File: src/common/dout_macros.svh
`ifndef DOUT_MACROS_SVH
`define DOUT_MACROS_SVH

// channel count and timer width
`define DOUT_NUM_CH     4
`define DOUT_TIME_W     16        // one high or low time, in clocks

// address map
// waddr/raddr[15:12] block, [7:4] channel, [3:0] offset
`define ADDR_MAIN       4'h0      // block field of the main register set
`define REG_STATUS      4'h0      // status word, read only
`define REG_DIGIOUT     4'h6      // output levels, wdata[11:8] masks, wdata[3:0] levels
`define OFF_DOUT_CTRL   4'h8      // per-channel control word, channel 1..4

`endif
File: src/common/dout_pkg.sv
`default_nettype none

`include "dout_macros.svh"

package dout_pkg;

    // one host register write, wen is a single cycle strobe
    typedef struct packed {
        logic        wen;
        logic [15:0] waddr;       // block / channel / offset fields
        logic [31:0] wdata;
    } reg_wr_t;

    // status word as seen by the host
    typedef struct packed {
        logic                        cfg_valid;    // bit 31, board revision known
        logic                        cfg_bidir;    // bit 30, newer board with transceivers
        logic [29-`DOUT_NUM_CH:0]    zero_fill;
        logic [`DOUT_NUM_CH-1:0]     levels;       // logical levels before pin inversion
    } dout_status_t;

    // board revision detector
    typedef enum logic [1:0] {
        CFG_SENSE  = 2'd0,        // lines released, sampling
        CFG_BIDIR  = 2'd1,        // pull-downs seen, newer board
        CFG_LEGACY = 2'd2         // lines read high, older board
    } cfg_state_t;

endpackage

`default_nettype wire

File: src/design/dout_top.sv
`timescale 1ns/1ps
`default_nettype none

`include "dout_macros.svh"

module dout_top
    import dout_pkg::*;
(
    input  wire                         sysclk,
    input  wire                         reset,        // sync, active low
    input  wire reg_wr_t                reg_wr,       // host write bundle
    input  wire  [15:0]                 reg_raddr,
    input  wire  [1:0]                  dir_in,       // sensed direction lines
    output logic [31:0]                 reg_rdata,
    output logic [`DOUT_NUM_CH-1:0]     dout_pins,
    output logic                        dir_drive
);

    logic [31:0]                ctrl_rdata;
    logic [`DOUT_NUM_CH-1:0]    levels;
    logic                       cfg_valid;
    logic                       cfg_bidir;

    dout_ctrl u_ctrl (
        .sysclk     (sysclk),
        .reset      (reset),
        .reg_wr     (reg_wr),
        .ctrl_raddr (reg_raddr[7:4]),    // channel field only
        .cfg_bidir  (cfg_bidir),
        .ctrl_rdata (ctrl_rdata),
        .levels     (levels),
        .dout_pins  (dout_pins)
    );

    dout_cfg_detect u_detect (
        .sysclk     (sysclk),
        .reset      (reset),
        .dir_in     (dir_in),
        .dir_drive  (dir_drive),
        .cfg_valid  (cfg_valid),
        .cfg_bidir  (cfg_bidir)
    );

    dout_status_regs u_status (
        .reg_raddr  (reg_raddr),
        .ctrl_rdata (ctrl_rdata),
        .levels     (levels),
        .cfg_valid  (cfg_valid),
        .cfg_bidir  (cfg_bidir),
        .reg_rdata  (reg_rdata)
    );

endmodule

`default_nettype wire

File: src/design/dout_status_regs.sv
`timescale 1ns/1ps
`default_nettype none

`include "dout_macros.svh"

module dout_status_regs
    import dout_pkg::*;
(
    input  wire  [15:0]                 reg_raddr,    // host read address
    input  wire  [31:0]                 ctrl_rdata,   // control word picked by dout_ctrl
    input  wire  [`DOUT_NUM_CH-1:0]     levels,       // logical channel levels
    input  wire                         cfg_valid,
    input  wire                         cfg_bidir,
    output logic [31:0]                 reg_rdata     // same-cycle read data
);

    dout_status_t   status;
    logic           rd_main;          // read aimed at the main block

    always_comb begin
        status           = '0;
        status.cfg_valid = cfg_valid;
        status.cfg_bidir = cfg_bidir;
        status.levels    = levels;    // before any pin inversion
    end

    assign rd_main = (reg_raddr[15:12] == `ADDR_MAIN);

    // purely combinational, data follows the address in the same cycle
    always_comb begin
        reg_rdata = '0;                                  // unmapped reads give zero
        if (rd_main) begin
            if (reg_raddr[3:0] == `OFF_DOUT_CTRL) begin
                reg_rdata = ctrl_rdata;                  // bad channel already zero
            end else if (reg_raddr[3:0] == `REG_STATUS && reg_raddr[7:4] == 4'd0) begin
                reg_rdata = status;
            end
        end
    end

endmodule

`default_nettype wire

File: src/design/dout_cfg_detect.sv
`timescale 1ns/1ps
`default_nettype none

module dout_cfg_detect
    import dout_pkg::*;
(
    input  wire         sysclk,
    input  wire         reset,       // sync, active low
    input  wire  [1:0]  dir_in,      // sensed direction lines
    output logic        dir_drive,   // drive both direction lines high
    output logic        cfg_valid,   // board revision decided
    output logic        cfg_bidir    // newer board found
);

    logic [1:0]   dir_meta;          // first synchronizer stage
    logic [1:0]   dir_sync;          // second stage, safe to use
    logic [1:0]   sync_vld;          // tracks when dir_sync holds real samples
    cfg_state_t   state;
    cfg_state_t   state_nxt;

    // plain two-flop synchronizer on each line
    always_ff @(posedge sysclk) begin
        dir_meta <= dir_in;
        dir_sync <= dir_meta;
    end

    // dir_sync is only trusted two edges after reset release
    always_ff @(posedge sysclk) begin
        if (!reset) begin
            sync_vld <= 2'b00;
        end else begin
            sync_vld <= {sync_vld[0], 1'b1};
        end
    end

    always_comb begin
        state_nxt = state;
        if (state == CFG_SENSE && sync_vld[1]) begin
            if (dir_sync == 2'b00) begin
                state_nxt = CFG_BIDIR;               // pull-downs, newer board
            end else if (dir_sync == 2'b11) begin
                state_nxt = CFG_LEGACY;              // floating high, older board
            end
            // mixed reading, keep sampling
        end
    end

    // outputs taken from the next state so they switch on the deciding edge
    always_ff @(posedge sysclk) begin
        if (!reset) begin
            state     <= CFG_SENSE;
            dir_drive <= 1'b0;                       // lines released
            cfg_valid <= 1'b0;
            cfg_bidir <= 1'b0;
        end else begin
            state     <= state_nxt;
            dir_drive <= (state_nxt == CFG_BIDIR);
            cfg_valid <= (state_nxt != CFG_SENSE);
            cfg_bidir <= (state_nxt == CFG_BIDIR);
        end
    end

endmodule

`default_nettype wire

File: src/dout_ctrl/dout_ctrl.sv
`timescale 1ns/1ps
`default_nettype none

`include "dout_macros.svh"

module dout_ctrl
    import dout_pkg::*;
(
    input  wire                         sysclk,
    input  wire                         reset,        // sync, active low
    input  wire reg_wr_t                reg_wr,       // host write bundle
    input  wire  [3:0]                  ctrl_raddr,   // channel field of the read address
    input  wire                         cfg_bidir,    // newer board, pins inverted
    output logic [31:0]                 ctrl_rdata,   // addressed control word
    output logic [`DOUT_NUM_CH-1:0]     levels,       // logical levels
    output logic [`DOUT_NUM_CH-1:0]     dout_pins     // levels as driven on the board
);

    logic                       wr_main;      // write aimed at the main block
    logic                       lvl_hit;      // write to the output level register
    logic                       ctrl_hit;     // write to some control word offset
    logic [`DOUT_NUM_CH-1:0]    lvl_wr;       // per-channel level strobe
    logic [`DOUT_NUM_CH-1:0]    ctrl_wr;      // per-channel control strobe
    logic [`DOUT_NUM_CH-1:0]    lvl_new;      // per-channel new level
    logic [31:0]                ctrl_rd [`DOUT_NUM_CH];

    assign wr_main = reg_wr.wen && (reg_wr.waddr[15:12] == `ADDR_MAIN);

    // level register only answers with the channel field at zero
    assign lvl_hit = wr_main
                     && (reg_wr.waddr[7:4] == 4'd0)
                     && (reg_wr.waddr[3:0] == `REG_DIGIOUT);

    assign ctrl_hit = wr_main && (reg_wr.waddr[3:0] == `OFF_DOUT_CTRL);

    genvar g;
    generate
        for (g = 0; g < `DOUT_NUM_CH; g++) begin : g_ch
            // mask bits sit at wdata[11:8], levels at wdata[3:0]
            assign lvl_wr[g]  = lvl_hit && reg_wr.wdata[8+g];
            assign lvl_new[g] = reg_wr.wdata[g];

            // channels are numbered from 1 in the address
            assign ctrl_wr[g] = ctrl_hit && (reg_wr.waddr[7:4] == 4'(g + 1));

            dout_pwm u_pwm (
                .sysclk    (sysclk),
                .reset     (reset),
                .ctrl_wr   (ctrl_wr[g]),
                .ctrl_word (reg_wr.wdata),      // control data passes straight through
                .lvl_wr    (lvl_wr[g]),
                .lvl_new   (lvl_new[g]),
                .ctrl_rd   (ctrl_rd[g]),
                .level     (levels[g])
            );
        end
    endgenerate

    // control word read mux, channel 0 and 5..15 return zero
    always_comb begin
        ctrl_rdata = '0;
        for (int i = 0; i < `DOUT_NUM_CH; i++) begin
            if (ctrl_raddr == 4'(i + 1)) begin
                ctrl_rdata = ctrl_rd[i];
            end
        end
    end

    // older boards inverted in the MOSFET stage, newer ones match that here
    assign dout_pins = cfg_bidir ? ~levels : levels;

endmodule

`default_nettype wire

File: src/dout_ctrl/dout_pwm.sv
`timescale 1ns/1ps
`default_nettype none

`include "dout_macros.svh"

module dout_pwm (
    input  wire                          sysclk,
    input  wire                          reset,       // sync, active low
    input  wire                          ctrl_wr,     // store new control word
    input  wire  [2*`DOUT_TIME_W-1:0]    ctrl_word,
    input  wire                          lvl_wr,      // force level to lvl_new
    input  wire                          lvl_new,
    output logic [2*`DOUT_TIME_W-1:0]    ctrl_rd,     // control word readback
    output logic                         level        // logical output level
);

    logic [2*`DOUT_TIME_W-1:0] hilo_time;   // high time in upper half, low time in lower
    logic [`DOUT_TIME_W-1:0]   cur_time;    // running count for the current level
    logic [`DOUT_TIME_W-1:0]   want_time;   // time allowed for the current level

    // pick the time that belongs to the level we are in
    always_comb begin
        if (level) begin
            want_time = hilo_time[2*`DOUT_TIME_W-1:`DOUT_TIME_W];
        end else begin
            want_time = hilo_time[`DOUT_TIME_W-1:0];
        end
    end

    assign ctrl_rd = hilo_time;

    // a level lasts want_time+1 clocks, since the count runs 0..want_time
    always_ff @(posedge sysclk) begin
        if (!reset) begin
            level     <= 1'b0;
            hilo_time <= '0;
            cur_time  <= '0;
        end else if (lvl_wr) begin               // level write wins over control write
            level    <= lvl_new;
            cur_time <= '0;                      // restart timer
        end else if (ctrl_wr) begin
            hilo_time <= ctrl_word;
            cur_time  <= '0;                     // new times start from zero
        end else if (want_time != '0) begin      // zero time means hold forever
            if (cur_time == want_time) begin
                level    <= ~level;              // time used up, flip
                cur_time <= '0;
            end else begin
                cur_time <= cur_time + 1'b1;
            end
        end
    end

endmodule

`default_nettype wire

File: config.mk
export PLATFORM = sky130hd
export DESIGN_NAME = dout_top
export DESIGN_NICKNAME = d
export VERILOG_FILES = /design/src/common/dout_pkg.sv /design/src/design/dout_top.sv /design/src/design/dout_status_regs.sv /design/src/design/dout_cfg_detect.sv /design/src/dout_ctrl/dout_ctrl.sv /design/src/dout_ctrl/dout_pwm.sv
export VERILOG_INCLUDE_DIRS = /design/src /design/src/common
export SDC_FILE = /design/constraint.sdc
export NUM_CORES = 1
export LEC_CHECK = 0
export BUFFER_PORTS_ARGS = -buffer_cell sky130_fd_sc_hd__buf_2
export CAP_MARGIN = 20
export CORE_MARGIN = 2
export CORE_UTILIZATION = 25
export CTS_CLUSTER_DIAMETER = 30
export CTS_CLUSTER_SIZE = 24
export DETAILED_ROUTE_END_ITERATION = 8
export GPL_TIMING_DRIVEN = 0
export PLACE_DENSITY = 0.38
export SYNTH_ARGS = -nofsm -noshare
export SYNTH_HDL_FRONTEND = slang
export SYNTH_SLANG_ARGS = --single-unit
File: constraint.sdc
create_clock -name sysclk -period 5.6 [get_ports sysclk]
set_input_delay 0.56 -clock sysclk [delete_from_list [all_inputs] [get_ports sysclk]]
set_output_delay 0.56 -clock sysclk [all_outputs]
set_load 0.1 [all_outputs]
==> flow_metrics.tcl <==
set metrics [dict create \
    status "finished, final reports clean" \
    grt_pass1_wl_mm 69.6 \
    vias 10299 \
    num_antenna_cells 0 \
    io_buffers 94 \
    die_w_um 213 \
    avgSynthCellArea_um2 8.12 \
    worst_slew_pin_slew_ns 0.986 \
    slew-limit-headroom 0.341 \
    syn_nets 1417 \
    synth_edf_count 0 \
    peakVddDrop_v 0.000235 \
    r2r-start "u_ctrl.g_ch[3].u_pwm.level$_SDFFE_PN0P_" \
    drive_gt1_frac 0.149 \
    maxSlewViolCount 0 \
    htreeDepth 2 \
    cp_data_required_time_ns 5.04 \
    root_buffer "clkbuf_16" \
    hold_viol 0 \
    hold_start "dir_in[1]" \
    synth-seq-cells 206 \
    synth_area_leaders "dfxtp_1 (38%), nand2_1 (11%), a21boi_0 (8.9%), xnor2_1 (6.7%), mux2i_1 (6.4%)" \
    post-route-util 0.327 \
    cts_buffer_depth 3 \
    start_kind "input port" \
    drtIter0Drc 744 \
    clock-sinks 206 \
    crit_type "in2out" \
    hold_buffers 0 \
    layout.nets 1571 \
    setup_tns_ns 0 \
    start_util 0.253 \
    finalCritPeriodShare 0.718 \
    area_growth_pct 29.2 \
    first_global_vias 10167 \
    worstSkewPairLatency_ns 0.59 \
    cts.repair.resized 0 \
    drt_first_pass_iters 9 \
    crit_fanout 10 \
    yosysMostFrequentCell "nand2_1" \
    drt-total-wl_mm 48.1 \
    fmax_mhz 249 \
    yosysTopAreaCellShare 0.378 \
    die_y_um 213 \
    ant_nets 0 \
    dpl_worst_slack_ns 1.71 \
    design_area_mm2 0.0141 \
    yosys-top-cells-count "nand2_1 (330), dfxtp_1 (206), a21boi_0 (129)" \
    cts_buffers 58 \
    synth_cell_types 52 \
    core_mm2 0.0431 \
    seq_area_frac_synth 0.378 \
    path_clk_slew_ns 0.04 \
    worstPathArrival_ns 3.46 \
    min_period_ns 4.02 \
    grt.total_usage 0.215 \
    setup_viol 0 \
    ys_async_sr_fraction 0 \
    placed_cell_area_mm2 0.0121 \
    fin_ws_ns 1.58 \
    grt_max_degree 15 \
    final.fill_count 4514 \
    hold_class "in2reg" \
    drc 0 \
    avgViaCountPerCell 4.84 \
    end_kind "output pin" \
    dpl.hpwl_mm 36.4 \
    die-area_mm2 0.0453 \
    rsz0062_at_grt "false" \
    wl_per_cell_um 22.6 \
    row_count 76 \
    pin_count 106 \
    overflow 0 \
    cts_tree "yes" \
    fin_skew_ns 0.0123 \
    whs_ns 0.0825 \
    synthFlopType "dfxtp_1" \
    netlist_area_mm2 0.0109 \
    antenna_found_initial 0 \
    crit_path_start "reg_raddr[4]" \
    maxCapViolCount 0 \
    place_congestion 0.974 \
    power-per-cell-area_mw_per_mm2 404 \
    ys.warnings.count 0 \
    syn_inst 1344 \
    post_cts_buffers 0 \
    yosysTopAreaCell "dfxtp_1" \
    p_leak_uw 0.00499 \
]
[layer usage]
layer	global-route usage	up-vias	share of wire
met5	0	-	0
met4	0.0912	0	0.037
met3	0.0396	87	0.059
met2	0.322	338	0.43
met1	0.300	4920	0.48
li1	-	4954	-
[logic make-up after synthesis]
family	share of synthesized area
AO/OA/AOI/OAI	0.144
adder cells (fa/ha/maj)	0.00459
buffers and inverters	0.0338
flip-flops	0.378
XOR/XNOR	0.103
multiplexers	0.0849
AND/OR/NAND/NOR	0.252
[where the power goes]
part	leakage, µW	switching, µW	internal, µW
sequential	0.00166	26.4	1500
combinational	0.00234	536	303
clock	0.000989	971	2350
[metrics by stage]
stage          cells  power [µW]
6_report        2129        5690
5_1_grt         2129        5910
4_1_cts         2129        5750
3_5_place_dp    2023        2400
3_3_place_gp    2023        2390
2_1_floorplan   1344        2160
[final cells by class]
cell class,count,area [µm²],share of cell area
Tap cell,585,732,0.0519
Multi-Input combinational cell,1045,6420,0.456
Sequential cell,206,4120,0.293
Buffer,91,362,0.0257
Timing Repair Buffer,94,470,0.0334
Clock inverter,25,304,0.0216
Clock buffer,81,1670,0.118
Inverter,2,7.51,0.000533
[placed cells by master (no fill, tap or decap), drive strengths merged, types with 4 or more instances in the layout]
cell,n
nor2b,6
and2,5
bufinv,7
or4b,5
or3,4
nor3,16
or2,4
nand3,22
a21oi,26
and3b,5
xnor2,84
mux2,20
clkinv,17
ha,4
nor2,110
nand4,21
buf,108
or4,4
o21ai,26
xor2,44
nand2,330
nor4,39
a222oi,19
dfxtp,206
nand3b,4
clkbuf,158
and3,19
a21boi,129
mux2i,70
[flip-flops by register name, summed over array words and instances (netlist names)]
| name | count |
|---|---|
| u_detect.dir_meta | 2 |
| u_detect.dir_sync | 2 |
| u_ctrl.g_ch.u_pwm.cur_time | 64 |
| u_detect.sync_vld | 2 |
| u_detect.cfg_valid | 1 |
| u_ctrl.g_ch.u_pwm.level | 4 |
| u_ctrl.g_ch.u_pwm.ctrl_rd | 128 |
| u_detect.state | 2 |
| u_detect.cfg_bidir | 1 |
[worst paths after layout]
check,endpoint,slack (ns),cells after the start
setup / recovery,reg_rdata[9],1.58,7
hold / removal,u_detect.dir_meta[1]$_DFF_P_,0.08,1
setup reg to reg,u_ctrl.g_ch[3].u_pwm.cur_time[13]$_SDFFE_PP0P_,2.33,9
hold reg to reg,u_detect.dir_sync[0]$_DFF_P_,0.32,0
[worst max-delay path, cell delays in order]
cell	delay [ns]
clkbuf_1	0.32
nor4b_2	0.95
clkbuf_1	0.45
buf_1	0.37
nand2_1	0.11
a21oi_1	0.21
buf_2	0.47
No activity file was read; power rests on OpenSTA's default activity.
